--- config.mk ---
export PLATFORM = sky130hd
export DESIGN_NAME = gb_addr_decode
export DESIGN_NICKNAME = d
export VERILOG_FILES = /design/src/source/gb_bus_pkg.sv /design/src/source/gb_addr_decode.sv
export VERILOG_INCLUDE_DIRS = /design/src /design/src/source
export SDC_FILE = /design/constraint.sdc
export NUM_CORES = 1
export LEC_CHECK = 0
export ABC_CLOCK_PERIOD_IN_PS = 1500
export BUFFER_PORTS_ARGS = -buffer_cell sky130_fd_sc_hd__buf_2
export CORE_AREA = 2 2 39 41
export DETAILED_ROUTE_END_ITERATION = 10
export DIE_AREA = 0 0 41 43
export PLACE_DENSITY = 0.43
export SYNTH_ARGS = -nofsm -noshare
export SYNTH_HDL_FRONTEND = slang
export SYNTH_SLANG_ARGS = --single-unit
--- constraint.sdc ---
create_clock -name vclk -period 1.5
set_input_delay 0.3 -clock vclk [all_inputs]
set_output_delay 0.3 -clock vclk [all_outputs]
set_load 0.01 [all_outputs]
--- src/source/gb_bus_settings.svh ---
`ifndef GB_BUS_SETTINGS_SVH
`define GB_BUS_SETTINGS_SVH

// ------------------------------------------------------------
// high page register addresses
// ------------------------------------------------------------

`define GB_ADDR_P1        16'hff00 // joypad select
`define GB_ADDR_IF        16'hff0f // interrupt flags
`define GB_ADDR_KEY1      16'hff4d // speed switch, cgb
`define GB_ADDR_BOOT      16'hff50 // boot rom disable
`define GB_ADDR_SVBK      16'hff70 // wram bank, cgb
`define GB_ADDR_IE        16'hffff // interrupt enable

// ------------------------------------------------------------
// interrupt vectors
// ------------------------------------------------------------

// vector = base + step * source index
`define GB_IRQ_VEC_BASE   8'h40
`define GB_IRQ_VEC_STEP   8'h08

// ------------------------------------------------------------
// fixed read values and reset values
// ------------------------------------------------------------

`define GB_FAST_BOOT_FLAG 8'h42 // seen by boot code at ff50
`define GB_OPEN_BUS       8'hff // nothing drives the bus
`define GB_WRAM_BANK_RESET 3'd1 // bank 0 is never selectable at d000

`endif

--- src/source/gb_bus_pkg.sv ---
`default_nettype none

// ------------------------------------------------------------
// shared types for the console bus glue
// ------------------------------------------------------------

package gb_bus_pkg;

	// decoded target of the current cpu address
	// produced by gb_addr_decode only, everyone else just compares
	typedef enum logic [2:0] {
		region_none = 3'd0, // open bus, reads ffh
		region_wram = 3'd1, // c000-fdff incl. echo
		region_if   = 3'd2, // ff0f
		region_ie   = 3'd3, // ffff
		region_svbk = 3'd4, // ff70, cgb only
		region_key1 = 3'd5, // ff4d, cgb only
		region_p1   = 3'd6, // ff00 joypad
		region_boot = 3'd7  // ff50 boot rom latch
	} bus_region_t;

	// interrupt sources, highest priority first
	// value doubles as bit index into IF / IE
	typedef enum logic [2:0] {
		irq_vblank = 3'd0,
		irq_lcd    = 3'd1,
		irq_timer  = 3'd2,
		irq_serial = 3'd3,
		irq_joypad = 3'd4
	} irq_src_t;

endpackage

`default_nettype wire

--- src/source/gb_addr_decode.sv ---
`default_nettype none

`include "gb_bus_settings.svh"

// cpu address -> bus region
// the only place where address ranges get looked at
module gb_addr_decode import gb_bus_pkg::*; (
	input  logic [15:0] cpu_addr,
	input  logic        is_gbc,
	output bus_region_t region
);

	logic sel_wram;
	logic sel_high;

	// c000-fdff, echo e000-fdff folds onto c000-ddff in the ram
	assign sel_wram = (cpu_addr[15:14] == 2'b11) && !(&cpu_addr[13:9]);
	assign sel_high = (cpu_addr[15:8] == 8'hff); // io page + ie

	always_comb begin
		region = region_none; // default: open bus
		if (sel_wram) begin
			region = region_wram;
		end else if (sel_high) begin
			case (cpu_addr)
				`GB_ADDR_IF:   region = region_if;
				`GB_ADDR_IE:   region = region_ie;
				`GB_ADDR_P1:   region = region_p1;
				`GB_ADDR_BOOT: region = region_boot;
				`GB_ADDR_SVBK: begin
					if (is_gbc) // dmg has no wram banking
						region = region_svbk;
				end
				`GB_ADDR_KEY1: begin
					if (is_gbc) // no double speed on dmg
						region = region_key1;
				end
				default:       region = region_none;
			endcase
		end
	end

endmodule

`default_nettype wire

==> flow_metrics.py <==
metrics = {
    "drt": {
        "ant_nets": 0,
        "vias": 349,
        "wl_per_cell_um": 11.03,
        "wirelength_um": 827,
        "firstDrtPassIters": 4,
        "vias_per_cell": 4.653,
        "dr.first_iter.drc_count": 7,
        "drc": 0,
    },
    "global_routing": {
        "overflow": 0,
        "grt_pass1_wl_um": 1138,
        "track_usage_pct": 8.691,
        "grt_pass1_vias": 303,
        "grt_max_degree": 6,
        "grt_antenna_before_repair": 0,
    },
    "yosys": {
        "yosysSeqAreaShare_pct": 0,
        "synth-adder-area-share_pct": 0,
        "synth_top_area_share_pct": 13.50,
        "synth_area_um2": 203.9,
        "synth_xor_xnor_area_share_pct": 0,
        "synth_cells": 32,
        "synth.net_count": 49,
        "synth_compound_area_share_pct": 41.10,
        "synthDistinctLibCells": 19,
        "synth_mux_area_share_pct": 0,
        "synth-simple-area-share_pct": 57.06,
        "syn_area_per_cell_um2": 6.373,
        "ys_warn_count": 0,
        "synthTopCellsByArea": "a2111oi_4 (13%), nand3_1 (9.8%), nor2_1 (9.2%), nand2_1 (7.4%), a211oi_2 (6.1%)",
        "yosysTopAreaCell": "a2111oi_4",
        "synth_top_family_by_area": "simple AND/OR/NAND/NOR gates",
    },
    "worst_hold_path": {
        "hold_path.class": "primary input to output pin",
    },
    "outcome": {
        "violations": "setup timing",
        "status": "finished, violations left",
    },
    "clock_network": {
        "holdBufCountCts": 0,
        "post_cts.repair.setup_buffers": 0,
    },
    "timing": {
        "maxSlewViolCount": 0,
        "setup_violations": 3,
        "period_share_pct": 113.8,
        "setup_tns_ns": -0.5292,
        "rsz0062_at_grt": "yes",
        "fin_ws_ns": -0.2065,
        "fmax_mhz": 586.0,
        "finalHoldViolCount": 0,
        "fin_crit_ns": 1.706,
        "relSlewSlack_pct": 81.98,
        "tightest_slew_ns": 0.2666,
    },
    "layout": {
        "clkbuf_count": 0,
        "syn_to_final_growth_pct": 104.3,
        "drive_gt1_share_pct": 61.02,
        "seqCellArea_um2": 0,
        "seq_cells": 0,
        "n_antenna_cell": 0,
        "final_nets": 78,
    },
    "die": {
        "die_height_um": 43,
        "ios": 20,
        "die_w_um": 41,
        "initial_core_util_pct": 14.74,
        "coreArea_um2": 1384,
        "die-area_um2": 1763,
        "rows": 14,
    },
    "setup_path": {
        "crit_path_end_kind": "output pin",
        "critPathArrivalTime_ns": 1.41,
        "crit_type": "primary input to output pin",
        "start_kind": "primary input",
        "critPathMaxFanout": 3,
        "required_ns": 1.20,
    },
    "placement": {
        "io_buffers": 20,
        "hpwl_um": 653.8,
        "gp_congestion": 0.7637,
    },
    "power_and_ir_drop": {
        "ir_worst_vdd_mv": 0.03653,
        "power.density_nw_per_um2": 204.4,
        "power_leakage_uw": 0.0001773,
        "total_power_uw": 85.14,
    },
    "run": {
        "maxCapViolCount": 0,
    },
}
-- metal layers --
metal	track usage (%)	vias up	routed length [µm]
li1	-	179	-
met1	10.76	151	338
met5	0	-	0
met4	0	0	0
met3	0	0	85
met2	16.56	19	402
-- cell families (layout without fill, tap and decap cells) --
| family | Yosys count | after routing |
|---|---|---|
| and+or+nand+nor | 22 | 22 |
| AOI/OAI and AO/OA | 9 | 9 |
| buffers and inverters | 1 | 28 |
-- Yosys cell counts --
cell       instances
a21oi_1            2
a211oi_2           1
or3_1              1
nor2_1             5
a21bo_2            1
and3_1             1
inv_2              1
a2111oi_4          1
nand2_1            4
a31oi_1            2
o22ai_1            1
nor4b_1            1
nor3_1             1
or3_4              1
nand2b_1           1
o21ai_0            1
and2_0             1
nand4_1            2
nand3_1            4
-- path summary, 6_finish.rpt --
kind / from / to / slack [ns] / depth (start not counted)
max: cpu_addr[3] / region[2] / -0.21 / 6
min: cpu_addr[6] / region[2] / 0.95 / 3
-- critical path: stages --
cell and delay, ns:
buf_6 0.09, or3_4 0.41, a2111oi_4 0.19, a31oi_1 0.08, a211oi_2 0.17, buf_2 0.15
-- cell usage in the layout (no fill, tap or decap) --
cell        n
nor4b_1     1
or3_4       2
and3_1      1
o22ai_2     1
a2111oi_4   1
a31oi_1     1
nand3_1     4
a211oi_2    1
and2_0      1
nor3_1      1
inv_2       1
a21oi_1     1
o21ai_1     1
nand4_1     2
buf_4       7
nor2_1      5
nand2_1     4
a21bo_2     1
buf_6       3
nand2b_1    1
buf_2      17
a21oi_2     1
a31oi_2     1
-- per-stage QoR --
step	instances	instance area [µm²]	setup slack, ns	utilization [%]	hold WS (ns)
6_report	75	416.7	-0.2065	30.11	0.9471
5_1_grt	75	416.7	-0.2612	30.11	0.9695
4_1_cts	75	416.7	-0.2088	30.11	0.9490
3_5_place_dp	75	386.6	-0.2256	27.94	0.9486
3_3_place_gp	75	386.6	-0.2333	27.94	0.9506
2_1_floorplan	32	214.0	0.003946	-	0.6652
-- repair_timing --
action	in CTS	in global routing
pin swaps	4	0
setup endpoints to repair	3	3
resized for setup	6	0
hold endpoints to repair	0	0
-- power by group --
part | internal (µW) | switching [µW]
sequential | 0 | 0
clock | 0 | 0
combinational | 46.8 | 38.3
total | 46.8 | 38.3
-- final cells by class --
| class | instances | area (µm²) |
|---|---|---|
| inverter | 1 | 3.754 |
| tap | 16 | 20.02 |
| timing repair buffer | 27 | 171.4 |
| fill | 167 | 967.2 |
| multi-input combinational | 31 | 221.5 |
(Power assumes the default switching activity.)
