## src/source/gb_bus_settings.svh

```systemverilog
`ifndef GB_BUS_SETTINGS_SVH
`define GB_BUS_SETTINGS_SVH

// ------------------------------------------------------------
// high page register addresses
// ------------------------------------------------------------

`define GB_ADDR_P1        16'hff00 // joypad select
`define GB_ADDR_IF        16'hff0f // interrupt flags
`define GB_ADDR_KEY1      16'hff4d // speed switch, cgb
`define GB_ADDR_BOOT      16'hff50 // boot rom disable
`define GB_ADDR_SVBK      16'hff70 // wram bank, cgb
`define GB_ADDR_IE        16'hffff // interrupt enable

// ------------------------------------------------------------
// interrupt vectors
// ------------------------------------------------------------

// vector = base + step * source index
`define GB_IRQ_VEC_BASE   8'h40
`define GB_IRQ_VEC_STEP   8'h08

// ------------------------------------------------------------
// fixed read values and reset values
// ------------------------------------------------------------

`define GB_FAST_BOOT_FLAG 8'h42 // seen by boot code at ff50
`define GB_OPEN_BUS       8'hff // nothing drives the bus
`define GB_WRAM_BANK_RESET 3'd1 // bank 0 is never selectable at d000

`endif

```

## src/source/gb_bus_pkg.sv

```systemverilog
`default_nettype none

// ------------------------------------------------------------
// shared types for the console bus glue
// ------------------------------------------------------------

package gb_bus_pkg;

	// decoded target of the current cpu address
	// produced by gb_addr_decode only, everyone else just compares
	typedef enum logic [2:0] {
		region_none = 3'd0, // open bus, reads ffh
		region_wram = 3'd1, // c000-fdff incl. echo
		region_if   = 3'd2, // ff0f
		region_ie   = 3'd3, // ffff
		region_svbk = 3'd4, // ff70, cgb only
		region_key1 = 3'd5, // ff4d, cgb only
		region_p1   = 3'd6, // ff00 joypad
		region_boot = 3'd7  // ff50 boot rom latch
	} bus_region_t;

	// interrupt sources, highest priority first
	// value doubles as bit index into IF / IE
	typedef enum logic [2:0] {
		irq_vblank = 3'd0,
		irq_lcd    = 3'd1,
		irq_timer  = 3'd2,
		irq_serial = 3'd3,
		irq_joypad = 3'd4
	} irq_src_t;

endpackage

`default_nettype wire

```

## src/source/gb_sys_regs.sv

```systemverilog
`default_nettype none

`include "gb_bus_settings.svh"

// KEY1 speed switch, P1 select bits, boot rom latch
module gb_sys_regs import gb_bus_pkg::*; (
	input  logic        clk_sys,
	input  logic        reset_ss,
	input  logic        ce,
	input  bus_region_t region,
	input  logic        cpu_wr_n,
	input  logic [7:0]  cpu_dout,
	input  logic        cpu_stop,
	input  logic        is_gbc,
	output logic        speed,
	output logic        prepare_switch,
	output logic [1:0]  joy_p54,
	output logic        boot_rom_enabled
);

	logic key1_wr;
	logic p1_wr;
	logic boot_wr;
	logic boot_off;

	assign key1_wr = !cpu_wr_n && (region == region_key1);
	assign p1_wr   = !cpu_wr_n && (region == region_p1);
	assign boot_wr = !cpu_wr_n && (region == region_boot);

	// cgb wants exactly 11h while dmg only checks bit 0
	assign boot_off = is_gbc ? (cpu_dout == 8'h11) : cpu_dout[0];

	// ------------------------------------------------------------
	// KEY1
	// ------------------------------------------------------------

	always_ff @(posedge clk_sys) begin
		if (reset_ss) begin
			speed          <= 1'b0; // normal speed
			prepare_switch <= 1'b0;
		end else if (ce) begin
			if (key1_wr)
				prepare_switch <= cpu_dout[0]; // only bit 0 writable
			// stop with prepare armed flips the speed
			if (is_gbc && prepare_switch && cpu_stop) begin
				speed          <= !speed;
				prepare_switch <= 1'b0;
			end
		end
	end

	// ------------------------------------------------------------
	// P1 select and boot latch
	// ------------------------------------------------------------

	always_ff @(posedge clk_sys) begin
		if (reset_ss) begin
			joy_p54          <= 2'b00;
			boot_rom_enabled <= 1'b1; // boot rom mapped after reset
		end else if (ce) begin
			if (p1_wr)
				joy_p54 <= {cpu_dout[4], cpu_dout[5]}; // p14 select lands in bit 1
			if (boot_wr && boot_off)
				boot_rom_enabled <= 1'b0; // only reset re-enables
		end
	end

endmodule

`default_nettype wire

```

## config.mk

```make
export PLATFORM = sky130hd
export DESIGN_NAME = gb_sys_regs
export DESIGN_NICKNAME = d
export VERILOG_FILES = /design/src/source/gb_bus_pkg.sv /design/src/source/gb_sys_regs.sv
export VERILOG_INCLUDE_DIRS = /design/src /design/src/source
export SDC_FILE = /design/constraint.sdc
export NUM_CORES = 1
export LEC_CHECK = 0
export ABC_AREA = 0
export BUFFER_PORTS_ARGS = -buffer_cell sky130_fd_sc_hd__buf_2
export CORE_AREA = 8 8 45 47
export CTS_BUF_LIST = sky130_fd_sc_hd__clkbuf_4 sky130_fd_sc_hd__clkbuf_8
export DETAILED_ROUTE_END_ITERATION = 12
export DIE_AREA = 0 0 53 55
export PLACE_DENSITY = 0.45
export SYNTH_ARGS = -nofsm -noshare
export SYNTH_HDL_FRONTEND = slang
export SYNTH_SLANG_ARGS = --single-unit
export TNS_END_PERCENT = 30
```

## constraint.sdc

```tcl
create_clock -name clk_sys -period 1.4 [get_ports clk_sys]
set_input_delay 0.28 -clock clk_sys [delete_from_list [all_inputs] [get_ports clk_sys]]
set_output_delay 0.28 -clock clk_sys [all_outputs]
set_load 0.05 [all_outputs]
```

==> results.py, run 1 <==
metrics = {
    "outcome": {
        "outcome": "finished clean",
    },
    "clock_tree": {
        "htreeDepth": 1,
        "clkTransAtPathRegs_ps": 50,
        "cts_resized": 0,
        "cts_setup_buffers": 0,
        "hold_buffers": 0,
        "clk_latency_ps": 240,
        "cts.sinks": 5,
        "numCtsBuffers": 3,
        "cts_tree": "done",
        "root_buffer": "clkbuf_4",
        "clk_path_buf_depth": 2,
    },
    "global_route": {
        "use_met3_pct": 3.74,
        "antenna_found_initial": 0,
        "track_usage_pct": 6.01,
        "grt_pass1_wl_um": 1240,
        "grt_use_met2_pct": 8.59,
        "use_met1_pct": 6.07,
        "grt-busiest-layer": "met2",
        "grt_max_degree": 6,
        "overflow": 0,
        "grt_pass1_vias": 333,
    },
    "floorplan": {
        "core_um2": 1380,
        "die_w_um": 53,
        "die-area_um2": 2920,
        "fp.dieH_um": 55,
        "boundaryPins": 22,
        "rows": 14,
        "start_util_pct": 18.8,
    },
    "placement": {
        "port_buffers": 21,
        "place_hpwl_um": 694,
        "postPlaceCellArea_um2": 385,
        "gp_congestion": 0.623,
    },
    "power_and_ir_drop": {
        "intPower_mw": 0.295,
        "switching_share_pct": 23.6,
        "seqPwrFrac_pct": 37.4,
        "p_sw_mw": 0.0914,
        "p_total_mw": 0.387,
        "power_density_nw_per_um2": 931,
        "max-vdd-ir-drop_mv": 0.339,
        "p_leak_nw": 0.201,
        "p_comb_share_pct": 12.8,
        "pwr-share-clk_pct": 49.8,
    },
    "timing": {
        "slew_headroom_pct": 75.7,
        "rsz0062_at_grt": "no",
        "tightest_slew_ps": 362,
        "slew_viol_final": 0,
        "setup_tns_ps": 0,
        "hold_viol_final": 0,
        "setup_viol": 0,
        "fin_worst_skew_ps": 1.74,
        "period_needed_ps": 1130,
        "max_freq_mhz": 887,
        "fin_crit_sh_pct": 80.6,
    },
    "worst_setup_path": {
        "path_buf_inv": 1,
        "critPathMaxFanout": 3,
        "timing.rr.end": "prepare_switch",
        "slowest_stage": "dfxtp_1",
        "critical_path_arrival_ps": 850,
        "worstSetupPathType": "reg -> out",
        "start_kind": "flop",
        "crit_family": "flip-flops",
        "reg2regPathDepth": 3,
        "max_stage_delay_ps": 340,
        "path_cells": "buf_2",
        "required_ps": 1120,
        "rrSetupSlack_ps": 380,
        "endpoint_kind": "output port",
        "reg2reg_from": "prepare_switch",
    },
    "yosys": {
        "synth_seq_area_share_pct": 38.5,
        "synthTopCellsByArea": "dfxtp_1, nand2_1, mux2i_1, o41ai_2, nor4_2",
        "synth_top_area_share_pct": 38.5,
        "yosysTopAreaCell": "dfxtp_1",
        "syn_nets": 46,
        "synth_area_um2": 260,
        "synth.distinct_cells": 17,
        "synth_warnings": 0,
        "synth_seq_cells": 5,
        "syn_avg_cell_area_um2": 8.97,
        "syn_inst": 29,
    },
    "drt": {
        "wl_um": 806,
        "vias_per_cell": 4.37,
        "dr.pass1.iters": 2,
        "route.detailed.drc": 0,
        "drt_iter0_drc": 3,
        "wl_per_cell_um": 11.5,
        "ant_nets": 0,
        "vias": 306,
    },
    "layout": {
        "post-route-util_pct": 30.0,
        "regArea_um2": 100,
        "n_antenna_cell": 0,
        "fin_area_um2": 415,
        "nFillCells": 159,
        "areaGrowthSynthToFinish_pct": 59.6,
        "multiInputGateArea_um2": 149,
        "drive_gt1_share_pct": 51.9,
        "final_net_count": 72,
    },
    "worst_hold_path": {
        "worstHoldStart": "reset_ss",
        "whs_path_depth": 2,
        "hold_class": "in -> reg",
        "whs_endpoint": "speed",
    },
    "run": {
        "drv_cap": 0,
    },
}
metal layers:
| layer | up-vias | routed length (um) |
|---|---|---|
| li1 | 156 | - |
| met3 | 0 | 94 |
| met5 | - | 0 |
| met2 | 11 | 378 |
| met1 | 139 | 333 |
| met4 | 0 | 0 |
logic make-up (layout without fill, tap and decap cells):
group           Yosys count  after routing  share of synthesized area, %
flops                     5              5                          38.5
simple gates             15             15                          34.6
compound gates            3              3                          11.5
buf+inv                   3             28                          4.33
mux                       2              2                          7.69
xor+xnor                  1              1                          3.37
worst max path at each step:
| stage | from | endpoint | slack (ps) | cells after the start |
|---|---|---|---|---|
| floorplan | prepare_switch | prepare_switch | 190 | 3 |
| global placement | cpu_dout[3] | boot_rom_enabled | 80 | 4 |
| detailed placement | cpu_dout[3] | boot_rom_enabled | 50 | 4 |
| CTS | speed | speed | 260 | 1 |
| global route | boot_rom_enabled | boot_rom_enabled | 220 | 1 |
| finish | prepare_switch | prepare_switch | 270 | 1 |
placed cells by master, fill, tap and decap left out, drive strengths merged:
cell type  count
buf           21
nand2          6
dfxtp          5
clkbuf         4
inv            2
mux2i          2
nor2           2
nand4b         1
nand4          1
clkinv         1
o2111ai        1
nand2b         1
or4b           1
nor4           1
nor3           1
or4            1
o41ai          1
a21oi          1
xor2           1
sequential cells by signal, summed over array words and instances, names as in the netlist:
name,cells
joy_p54,2
boot_rom_enabled,1
prepare_switch,1
speed,1
through the flow:
step / hold slack [ps] / worst slack, ps / cells
after floorplan: 352 / 187 / 29
after global placement: 445 / 82.5 / 66
after detailed placement: 448 / 52.8 / 66
after CTS: 232 / 256 / 70
after global routing: 238 / 222 / 70
final: 241 / 272 / 70
synthesized netlist by cell type:
| master | n |
|---|---|
| nand2_1 | 6 |
| dfxtp_1 | 5 |
| inv_1 | 2 |
| mux2i_1 | 2 |
| nor2_1 | 2 |
| a21oi_1 | 1 |
| clkinv_1 | 1 |
| nand2b_1 | 1 |
| nand4_1 | 1 |
| nand4b_1 | 1 |
| nor3_1 | 1 |
| nor4_2 | 1 |
| o2111ai_1 | 1 |
| o41ai_2 | 1 |
| or4_4 | 1 |
| or4b_1 | 1 |
| xor2_1 | 1 |
power by group through the flow:
stage | Combinational, mW | Sequential [mW] | Clock (mW)
3_3_place_gp | 0.0497 | 0.148 | 0
3_5_place_dp | 0.0502 | 0.148 | 0
6_report | 0.0494 | 0.145 | 0.192
5_1_grt | 0.0538 | 0.145 | 0.214
4_1_cts | 0.0502 | 0.145 | 0.203
2_1_floorplan | 0.0136 | 0.152 | 0
area by class of cell:
cell class                 instances  area share [%]
clock buffer                       4            7.23
timing repair buffer              21            25.3
tap                               16            4.82
sequential                         5            24.1
multi-input combinational         21            35.8
inverter                           3            2.71
No activity file was read; power rests on OpenSTA's default activity.
==> inputs of run 2 (changes only) <==
--- a/config.mk
+++ b/config.mk
@@ -12,7 +12,7 @@
 export CTS_BUF_LIST = sky130_fd_sc_hd__clkbuf_4 sky130_fd_sc_hd__clkbuf_8
 export DETAILED_ROUTE_END_ITERATION = 12
 export DIE_AREA = 0 0 53 55
-export PLACE_DENSITY = 0.45
+export PLACE_DENSITY = 0.46
 export SYNTH_ARGS = -nofsm -noshare
 export SYNTH_HDL_FRONTEND = slang
 export SYNTH_SLANG_ARGS = --single-unit
==> constraint.sdc (replaced) <==
create_clock -name clk_sys -period 1 [get_ports clk_sys]
set_input_delay 0.2 -clock clk_sys [delete_from_list [all_inputs] [get_ports clk_sys]]
set_output_delay 0.2 -clock clk_sys [all_outputs]
set_load 0.05 [all_outputs]
==> results.py, run 2 (synthesis results as in run 1) <==
metrics = {
    "layout": {
        "post-route-util_pct": 37.3,
        "fin_area_um2": 517,
        "final_common_cell": "buf_2",
        "n_antenna_cell": 0,
        "largest-register": "joy_p54",
        "final_cell_mix": "buf_2, buf_4, nand2_1",
        "final_net_count": 81,
        "largest_register_ffs": 2,
        "areaGrowthSynthToFinish_pct": 98.6,
        "nFillCells": 151,
        "drive_gt1_share_pct": 61.9,
    },
    "clock_tree": {
        "htreeDepth": 1,
        "clkTransAtPathRegs_ps": 40,
        "clk_latency_ps": 240,
        "root_buffer": "clkbuf_4",
        "cts.sinks": 5,
        "clk_path_buf_depth": 2,
        "cts_tree": "done",
        "numCtsBuffers": 3,
        "hold_buffers": 0,
    },
    "timing": {
        "slew_headroom_pct": 84.7,
        "hold_slack_ps": 226,
        "period_needed_ps": 1010,
        "tightest_slew_ps": 227,
        "slew_viol_final": 0,
        "max_freq_mhz": 990,
        "rsz0062_at_grt": "yes",
        "fin_crit_sh_pct": 101,
        "hold_viol_final": 0,
        "setup_slack_ps": -9.72,
        "fin_worst_skew_ps": 0.0435,
        "setup_viol": 2,
    },
    "worst_setup_path": {
        "worstSetupPathType": "in -> reg",
        "critical_path_arrival_ps": 1120,
        "path_buf_inv": 1,
        "max_stage_delay_ps": 520,
        "endpoint_kind": "flop",
        "start_kind": "input port",
        "crit_family": "simple AND/OR/NAND/NOR gates",
        "critPathMaxFanout": 1,
        "required_ps": 1110,
        "path_cells": "buf_2 -> or4_4 -> o41ai_2 -> a21oi_1",
        "slowest_stage": "or4_4",
    },
    "drt": {
        "drt_iter0_drc": 3,
        "wl_um": 846,
        "dr.pass1.iters": 4,
        "ant_nets": 0,
        "wl_per_cell_um": 10.7,
        "route.detailed.drc": 0,
        "vias_per_cell": 4.16,
        "vias": 329,
    },
    "global_route": {
        "overflow": 0,
        "grt_pass1_vias": 339,
        "grt_pass1_wl_um": 1350,
        "antenna_found_initial": 0,
        "track_usage_pct": 6.50,
        "grt_max_degree": 6,
    },
    "placement": {
        "postPlaceCellArea_um2": 447,
        "port_buffers": 21,
        "gp_congestion": 0.674,
        "place_hpwl_um": 724,
        "placement.setup.worst_slack_ps": -261,
    },
    "floorplan": {
        "fp.dieH_um": 55,
        "core_um2": 1380,
        "die-area_um2": 2920,
        "rows": 14,
        "boundaryPins": 22,
        "start_util_pct": 18.8,
        "die_w_um": 53,
    },
    "run": {
        "drv_cap": 0,
    },
    "power_and_ir_drop": {
        "p_total_mw": 0.549,
        "p_leak_nw": 0.251,
        "max-vdd-ir-drop_mv": 0.536,
        "power_density_nw_per_um2": 1060,
    },
    "outcome": {
        "outcome": "complete, but fails checks",
        "violations": "setup timing",
    },
    "worst_hold_path": {
        "hold_class": "in -> reg",
    },
}
[run 2: worst paths after layout]
path / startpoint / end / slack, ps / depth (start not counted)
max: cpu_dout[3] / boot_rom_enabled / -10 / 4
min: cpu_dout[5] / joy_p54[0] / 230 / 3
max reg2reg: prepare_switch / prepare_switch / 40 / 3
min reg2reg: joy_p54[0] / joy_p54[0] / 460 / 2
[run 2: worst register-to-register path, cell delays in order (launching register included)]
cell	delay, ps
dfxtp_2	320
nand4_1	80
or4b_1	440
nand2_1	60
[run 2: area by class of cell]
type | count | area, um^2 | area share (%)
multi-input combinational | 21 | 149 | 28.8
timing repair buffer | 30 | 204 | 39.5
clock buffer | 4 | 30.0 | 5.81
sequential | 5 | 103 | 19.9
tap | 16 | 20.0 | 3.87
inverter | 3 | 11.3 | 2.18
[run 2: stage by stage]
step | cells | TNS (ps)
2_1_floorplan | 29 | -205
3_3_place_gp | 74 | -425
3_5_place_dp | 74 | -495
4_1_cts | 78 | -36.9
5_1_grt | 79 | -85.1
6_report | 79 | -12.9
[run 2: where the power goes]
| part | leakage, nW | switching, mW | internal (mW) |
|---|---|---|---|
| clock | 0.0184 | 0.0809 | 0.178 |
| combinational | 0.192 | 0.0387 | 0.0484 |
| sequential | 0.0404 | 0.00113 | 0.202 |
| total | 0.251 | 0.121 | 0.428 |
[run 2: what timing repair did]
item	CTS	global route
pin swaps	0	1
setup buffers	0	1
setup endpoints to repair	5	4
resized for setup	6	5
[run 2: layer usage]
layer / global-route usage (%) / up-vias / wire [um]
met5: 0 / - / 0
met4: 7.76 / 0 / 19
met3: 1.87 / 2 / 72
met2: 9.38 / 13 / 381
met1: 6.98 / 142 / 372
li1: - / 172 / -
