--- src/source/gb_bus_settings.svh ---
`ifndef GB_BUS_SETTINGS_SVH
`define GB_BUS_SETTINGS_SVH

// ------------------------------------------------------------
// high page register addresses
// ------------------------------------------------------------

`define GB_ADDR_P1        16'hff00 // joypad select
`define GB_ADDR_IF        16'hff0f // interrupt flags
`define GB_ADDR_KEY1      16'hff4d // speed switch, cgb
`define GB_ADDR_BOOT      16'hff50 // boot rom disable
`define GB_ADDR_SVBK      16'hff70 // wram bank, cgb
`define GB_ADDR_IE        16'hffff // interrupt enable

// ------------------------------------------------------------
// interrupt vectors
// ------------------------------------------------------------

// vector = base + step * source index
`define GB_IRQ_VEC_BASE   8'h40
`define GB_IRQ_VEC_STEP   8'h08

// ------------------------------------------------------------
// fixed read values and reset values
// ------------------------------------------------------------

`define GB_FAST_BOOT_FLAG 8'h42 // seen by boot code at ff50
`define GB_OPEN_BUS       8'hff // nothing drives the bus
`define GB_WRAM_BANK_RESET 3'd1 // bank 0 is never selectable at d000

`endif

--- src/source/gb_bus_pkg.sv ---
`default_nettype none

// ------------------------------------------------------------
// shared types for the console bus glue
// ------------------------------------------------------------

package gb_bus_pkg;

	// decoded target of the current cpu address
	// produced by gb_addr_decode only, everyone else just compares
	typedef enum logic [2:0] {
		region_none = 3'd0, // open bus, reads ffh
		region_wram = 3'd1, // c000-fdff incl. echo
		region_if   = 3'd2, // ff0f
		region_ie   = 3'd3, // ffff
		region_svbk = 3'd4, // ff70, cgb only
		region_key1 = 3'd5, // ff4d, cgb only
		region_p1   = 3'd6, // ff00 joypad
		region_boot = 3'd7  // ff50 boot rom latch
	} bus_region_t;

	// interrupt sources, highest priority first
	// value doubles as bit index into IF / IE
	typedef enum logic [2:0] {
		irq_vblank = 3'd0,
		irq_lcd    = 3'd1,
		irq_timer  = 3'd2,
		irq_serial = 3'd3,
		irq_joypad = 3'd4
	} irq_src_t;

endpackage

`default_nettype wire

--- src/source/gb_irq_ctrl.sv ---
`default_nettype none

`include "gb_bus_settings.svh"

// IF / IE registers, event edge detect, vector and ack clearing
module gb_irq_ctrl import gb_bus_pkg::*; (
	input  logic        clk_sys,
	input  logic        reset_ss,
	input  logic        ce,
	input  bus_region_t region,
	input  logic        cpu_wr_n,
	input  logic [7:0]  cpu_dout,
	input  logic        cpu_iorq_n,
	input  logic        cpu_m1_n,
	input  logic        vblank_irq,
	input  logic        lcd_irq,
	input  logic        timer_irq,
	input  logic        serial_irq,
	input  logic [3:0]  joy_din,
	output logic        irq_n,
	output logic [7:0]  irq_vec,
	output logic [4:0]  if_val,
	output logic [7:0]  ie_val
);

	logic [4:0] if_r;      // flags, bit = irq_src_t
	logic [7:0] ie_r;      // all 8 bits r/w, only 4:0 matter
	logic [3:0] evt;
	logic [3:0] old_evt;   // previous event levels
	logic [3:0] evt_rise;
	logic [3:0] joy_d1;
	logic [3:0] joy_d2;
	logic       joy_fall;
	logic       irq_ack;
	logic       old_ack;
	logic       ack_end;
	logic [4:0] pend;
	logic       any_pend;
	irq_src_t   win;
	logic [4:0] if_next;
	logic       if_wr;
	logic       ie_wr;

	// ------------------------------------------------------------
	// event edges
	// ------------------------------------------------------------

	assign evt      = {serial_irq, timer_irq, lcd_irq, vblank_irq};
	assign evt_rise = evt & ~old_evt;
	assign joy_fall = |(~joy_d1 & joy_d2); // any P1x line pulled low

	// ------------------------------------------------------------
	// priority and vector
	// ------------------------------------------------------------

	assign pend     = if_r & ie_r[4:0];
	assign any_pend = |pend;
	assign irq_n    = !any_pend;

	always_comb begin
		win = irq_joypad;
		for (int i = 4; i >= 0; i--) begin // lowest index wins
			if (pend[i])
				win = irq_src_t'(i);
		end
	end

	assign irq_vec = any_pend ? (`GB_IRQ_VEC_BASE + `GB_IRQ_VEC_STEP * {5'd0, win}) : 8'h00;

	// ack cycle = iorq and m1 low together, clear on its trailing edge
	assign irq_ack = !cpu_iorq_n && !cpu_m1_n;
	assign ack_end = old_ack && !irq_ack;

	assign if_wr = !cpu_wr_n && (region == region_if);
	assign ie_wr = !cpu_wr_n && (region == region_ie);

	always_comb begin
		if_next = if_r | {joy_fall, evt_rise};
		if (ack_end && any_pend)
			if_next[win] = 1'b0; // ack beats a new edge on same bit
		if (if_wr)
			if_next = cpu_dout[4:0]; // cpu write overrides everything
	end

	always_ff @(posedge clk_sys) begin
		if (reset_ss) begin
			if_r    <= '0;
			ie_r    <= '0;
			old_evt <= '0;
			joy_d1  <= '0;
			joy_d2  <= '0;
			old_ack <= 1'b0;
		end else if (ce) begin
			old_evt <= evt;
			joy_d1  <= joy_din; // two stage sync
			joy_d2  <= joy_d1;
			old_ack <= irq_ack;
			if_r    <= if_next;
			if (ie_wr)
				ie_r <= cpu_dout;
		end
	end

	assign if_val = if_r;
	assign ie_val = ie_r;

endmodule

`default_nettype wire

--- config.mk ---
export PLATFORM = sky130hd
export DESIGN_NAME = gb_irq_ctrl
export DESIGN_NICKNAME = d
export VERILOG_FILES = /design/src/source/gb_bus_pkg.sv /design/src/source/gb_irq_ctrl.sv
export VERILOG_INCLUDE_DIRS = /design/src /design/src/source
export SDC_FILE = /design/constraint.sdc
export NUM_CORES = 1
export LEC_CHECK = 0
export BUFFER_PORTS_ARGS = -buffer_cell sky130_fd_sc_hd__buf_2
export CORE_MARGIN = 1
export CORE_UTILIZATION = 45
export DETAILED_ROUTE_END_ITERATION = 10
export HOLD_SLACK_MARGIN = 0.1
export PLACE_DENSITY = 0.74
export SLEW_MARGIN = 20
export SYNTH_ARGS = -nofsm -noshare
export SYNTH_HDL_FRONTEND = slang
export SYNTH_SLANG_ARGS = --single-unit
--- constraint.sdc ---
create_clock -name clk_sys -period 2.2 [get_ports clk_sys]
set_clock_uncertainty 0.05 [all_clocks]
set_input_delay 0.44 -clock clk_sys [delete_from_list [all_inputs] [get_ports clk_sys]]
set_output_delay 0.44 -clock clk_sys [all_outputs]
set_load 0.02 [all_outputs]
==> results of run 1 <==
layout make-up:
type                    instances  area share [%]
multi-input cells              92            42.5
flip-flops and latches         26            35.3
inverters                      10            2.54
repair buffers                 43            14.7
clock buffers                   4            2.46
well taps                      30            2.54
state kept, by name, indices dropped and copies added, names as in the netlist:
register / flops
old_ack: 1
if_val: 5
old_evt: 4
joy_d1: 4
ie_val: 8
joy_d2: 4
routing by layer:
metal	GRT usage, %	share of wire [%]	vias up
met3	3.33	5.1	4
li1	-	-	535
met5	0	0	-
met4	6.41	0.97	0
met2	33.5	50	37
met1	21.6	44	508
power by group:
group	switching [mW]	internal, mW	total, mW
clock network	0.142	0.101	0.244
registers	0.0181	0.492	0.510
logic	0.0740	0.0574	0.131
logic make-up (layout without fill, tap and decap cells):
kind of cell | after synthesis | after routing | synth area share, %
mux | 21 | 21 | 16.8
other cells | 1 | 4 | 0.300
flops | 26 | 26 | 41.6
compound gates | 26 | 26 | 15.8
simple gates | 41 | 41 | 16.3
buf+inv | 22 | 57 | 9.20
tightest hold or removal path: stages:
cell     delay, ns
buf_2         0.07
mux2i_1       0.05
nor2_1        0.07
per-stage QoR:
stage / std cells / util, %
floorplan: 140 / -
global placement: 201 / 56.6
detailed placement: 201 / 56.6
CTS: 205 / 58.0
global route: 205 / 58.0
finish: 205 / 58.0
worst paths after layout:
path                      startpoint                       to  slack, ns  depth (start not counted)
max           if_val[0]$_SDFFE_PP0P_               irq_vec[6]       0.19                          5
min                       joy_din[0]   joy_d1[0]$_SDFFE_PP0P_       0.29                          3
max reg2reg   if_val[0]$_SDFFE_PP0P_   if_val[4]$_SDFFE_PP0P_       0.88                          4
min reg2reg  old_evt[0]$_SDFFE_PP0P_  old_evt[0]$_SDFFE_PP0P_       0.46                          2
placed cells by master, fill, tap and decap left out, types with 2 or more instances in the layout:
cell,instances
o22ai_1,2
conb_1,4
mux2i_1,21
a21oi_1,5
nand2_1,6
clkbuf_4,3
a211oi_2,2
inv_1,10
o21ai_0,4
nor2_1,23
buf_2,42
a22oi_1,2
o21ai_2,2
a21boi_0,2
nand3_1,2
dfxtp_1,26
nand2b_1,2
==> impl_metrics.py, run 1 <==
metrics = {
    "route": {
        "num_vias": 1084,
        "wl_per_cell_um": 12.6,
        "drtPass1Iterations": 4,
        "drtAntennaViolNets": 0,
        "drcViolationCount": 0,
        "viasPerCell": 5.29,
        "drtIter0Drc": 7,
        "wl_mm": 2.58,
    },
    "synthesis": {
        "synthDistinctLibCells": 34,
        "syn_area_per_cell_um2": 9.13,
        "ys_ff_latch": 26,
        "synth_area_leaders": "dfxtp_1 42%, mux2i_1 17%, nor2_1 6.9%, buf_4 3.6%, inv_1 3.0%",
        "yosys_warnings": 0,
        "synth_edf_count": 0,
        "syn-cell-area_um2": 1250,
        "netlist_instances": 137,
        "synthTopCellsByCount": "26 x dfxtp_1, 23 x nor2_1, 21 x mux2i_1",
        "synthArstFlopShare_pct": 0,
        "synth_largest_area_cell": "dfxtp_1",
        "synth_top_area_share_pct": 41.6,
        "synthFlopType": "dfxtp_1",
        "ys_seq_area_share_pct": 41.6,
        "synth_most_common_cell": "dfxtp_1",
    },
    "power": {
        "ir_drop_v": 0.000413,
        "power_mw": 0.886,
        "leakage_nw": 0.676,
        "powerDensity_nw_per_um2": 600,
    },
    "timing": {
        "tightest_slew_ns": 0.557,
        "slew_headroom_pct": 62.8,
        "setup_violations": 0,
        "fin_hold_ws_ns": 0.289,
        "max_freq_ghz": 0.497,
        "setup_tns_ns": 0,
        "slew_violations": 0,
        "post-route-period-util_pct": 91.4,
        "fin_ws_ns": 0.189,
        "rsz0062_at_grt": "false",
        "hold_violations": 0,
        "period_needed_ns": 2.01,
    },
    "clock_tree": {
        "root_buffer": "clkbuf_4",
        "clock-sinks": 26,
        "cts_tree": "yes",
        "ctsLongestPathBuffers": 2,
        "htree_num_levels": 1,
        "cts.clk_slew.worst_paths_ns": 0.15,
        "clk_latency_ns": 0.32,
        "cts_setup_buffers": 0,
        "numCtsBuffers": 3,
        "hold_buffers": 0,
        "cts_resized": 0,
    },
    "die": {
        "chipWidth_um": 54.7,
        "start_util_pct": 49.2,
        "row_count": 18,
        "core_area_um2": 2540,
        "chipHeight_um": 54.7,
        "die_area_um2": 3000,
        "io_pins": 47,
    },
    "layout": {
        "nFillCells": 241,
        "layout-drive-gt1-share_pct": 33.1,
        "regArea_um2": 520,
        "final_nets": 201,
        "area_growth_pct": 18.0,
        "fin_area_um2": 1480,
        "n_antenna_cell": 0,
        "multi_input_area_um2": 627,
    },
    "global_route": {
        "grt_max_degree": 27,
        "grt_overflow": 0,
        "grt_use_total_pct": 18.6,
        "antenna_found_initial": 0,
        "grt_pass1_wl_mm": 3.96,
        "grt_pass1_vias": 982,
    },
    "min_path": {
        "holdCritPathClass": "in -> reg",
    },
    "setup_path": {
        "crit_type": "reg -> out",
        "critPathTopFamily": "compound AO/OA/AOI/OAI gates",
        "critPathRequiredTime_ns": 1.71,
        "cp-start-kind": "flip-flop",
        "slowest_stage": "dfxtp_1",
        "cp.arrival_ns": 1.52,
        "crit_path_max_fanout": 6,
        "critPathBufInv": 2,
        "critPathMaxStageDelay_ns": 0.39,
        "crit_chain": "a22oi_1 -> nand2_1 -> a21oi_1 -> inv_1 -> buf_2",
        "end_kind": "primary output",
    },
    "placement": {
        "dpl.hpwl_mm": 1.94,
        "pre_cts_ws_ns": 0.312,
        "place_congestion": 0.781,
        "dpl_cell_area_um2": 1440,
        "io_buffers": 42,
    },
    "status": {
        "status": "finished clean",
    },
    "flow_run": {
        "maxCapViolCount": 0,
    },
}
No activity file was read; power rests on OpenSTA's default activity.
==> run 2: changes to the inputs <==
--- a/config.mk
+++ b/config.mk
@@ -7,6 +7,7 @@
 export NUM_CORES = 1
 export LEC_CHECK = 0
 export BUFFER_PORTS_ARGS = -buffer_cell sky130_fd_sc_hd__buf_2
+export CORE_ASPECT_RATIO = 1.25
 export CORE_MARGIN = 1
 export CORE_UTILIZATION = 45
 export DETAILED_ROUTE_END_ITERATION = 10
==> run 2 against run 1 <==
  * First-iteration DRC count grew to 3.6 times the previous value
  * Critical path depth is the same
  * Via count decreased by 1.9%
  * Wire length shrank 7.4%
  * Final cell count rose by 2.0%
  * Global-route usage down 2.2 points
  * Register-to-register slack about the same
  * Sequential cell count is the same
  * Largest cell class unchanged
==> impl_metrics.py, run 2 (synthesis results as in run 1) <==
metrics = {
    "timing": {
        "post-route-period-util_pct": 90.3,
        "tightest_slew_ns": 0.583,
        "fin_hold_ws_ns": 0.287,
        "setup_tns_ns": 0,
        "slew_violations": 0,
        "slew_headroom_pct": 61.1,
        "hold_violations": 0,
        "rsz0062_at_grt": "false",
        "period_needed_ns": 1.99,
        "max_freq_ghz": 0.503,
        "fin_ws_ns": 0.213,
        "setup_violations": 0,
    },
    "die": {
        "row_count": 21,
        "core_area_um2": 2650,
        "io_pins": 47,
        "die_area_um2": 3000,
        "start_util_pct": 47.1,
        "chipHeight_um": 61.0,
        "chipWidth_um": 49.2,
    },
    "clock_tree": {
        "clk_latency_ns": 0.32,
        "ctsLongestPathBuffers": 2,
        "cts_resized": 0,
        "numCtsBuffers": 3,
        "hold_buffers": 0,
        "cts_setup_buffers": 0,
        "cts.clk_slew.worst_paths_ns": 0.15,
        "root_buffer": "clkbuf_4",
        "clock-sinks": 26,
        "cts_tree": "yes",
        "htree_num_levels": 1,
    },
    "power": {
        "leakage_nw": 0.683,
        "power_mw": 0.974,
        "switching_power_mw": 0.240,
        "powerDensity_nw_per_um2": 650,
        "swShare_pct": 24.6,
        "ir_drop_v": 0.000312,
        "p_comb_share_pct": 13.5,
        "clockPowerShare_pct": 34.2,
        "power_frac_seq_pct": 52.3,
        "p_int_mw": 0.734,
    },
    "global_route": {
        "grt_max_degree": 27,
        "grt_pass1_wl_mm": 3.72,
        "antenna_found_initial": 0,
        "grt_pass1_vias": 896,
        "grt_use_total_pct": 16.4,
        "grt_overflow": 0,
    },
    "route": {
        "wl_per_cell_um": 11.4,
        "viasPerCell": 5.09,
        "drtAntennaViolNets": 0,
        "num_vias": 1063,
        "drtPass1Iterations": 4,
        "drtIter0Drc": 25,
        "wl_mm": 2.39,
        "drcViolationCount": 0,
    },
    "layout": {
        "largest_reg_flops": 8,
        "fin_area_um2": 1500,
        "layout-drive-gt1-share_pct": 33.1,
        "area_growth_pct": 19.7,
        "mostFrequentLayoutCell": "buf_2",
        "n_antenna_cell": 0,
        "final_util_pct": 56.4,
        "final_nets": 201,
        "final_cell_mix": "42 x buf_2, 26 x dfxtp_1, 23 x nor2_1, 21 x mux2i_1, 10 x inv_1",
        "final_cells": 209,
    },
    "setup_path": {
        "cp-start-kind": "flip-flop",
        "crit_path_max_fanout": 6,
        "critPathRequiredTime_ns": 1.71,
        "crit_type": "reg -> out",
        "cp.arrival_ns": 1.50,
        "end_kind": "primary output",
    },
    "placement": {
        "dp.cells": 205,
        "dpl.hpwl_mm": 1.75,
        "dpl_cell_area_um2": 1450,
        "pre_cts_ws_ns": 0.305,
        "io_buffers": 42,
        "place_congestion": 0.744,
    },
    "status": {
        "status": "finished clean",
    },
    "flow_run": {
        "maxCapViolCount": 0,
    },
    "min_path": {
        "holdCritPathClass": "in -> reg",
    },
}
[run 2: power by group through the flow]
stage	Sequential (mW)	Combinational (mW)	Clock (mW)
after floorplan	0.528	0.0843	0
after global placement	0.519	0.128	0
after detailed placement	0.520	0.132	0
after CTS	0.510	0.133	0.337
after global routing	0.513	0.145	0.357
final	0.510	0.131	0.333
[run 2: worst max-delay path: stages (launching register included)]
cell	delay, ns
dfxtp_1	0.38
a22oi_1	0.28
nand2_1	0.15
a21oi_1	0.17
inv_1	0.05
buf_2	0.15
[run 2: layout make-up]
type                            count  area [µm²]
Sequential cell                    26         520
Fill cell                         260        1160
Clock buffer                        3        22.5
Tap cell                           34        42.5
Clock inverter                      1        30.0
Timing Repair Buffer               43         218
Inverter                           10        37.5
Multi-Input combinational cell     92         627
[run 2: worst paths after layout]
| path | slack (ns) | cells after the start | from | endpoint |
|---|---|---|---|---|
| setup / recovery | 0.21 | 5 | if_val[0]$_SDFFE_PP0P_ | irq_vec[6] |
| hold / removal | 0.29 | 3 | joy_din[3] | joy_d1[3]$_SDFFE_PP0P_ |
| setup reg to reg | 0.89 | 4 | if_val[0]$_SDFFE_PP0P_ | if_val[4]$_SDFFE_PP0P_ |
| hold reg to reg | 0.46 | 2 | ie_val[6]$_SDFFE_PP0P_ | ie_val[6]$_SDFFE_PP0P_ |
[run 2: per-layer routing]
layer / global-route usage (%) / up-vias / share of wire, %
met5: 0 / - / 0
met4: 7.14 / 0 / 0.71
met3: 3.51 / 2 / 4.9
met2: 28.6 / 27 / 49
met1: 19.5 / 497 / 46
li1: - / 537 / -
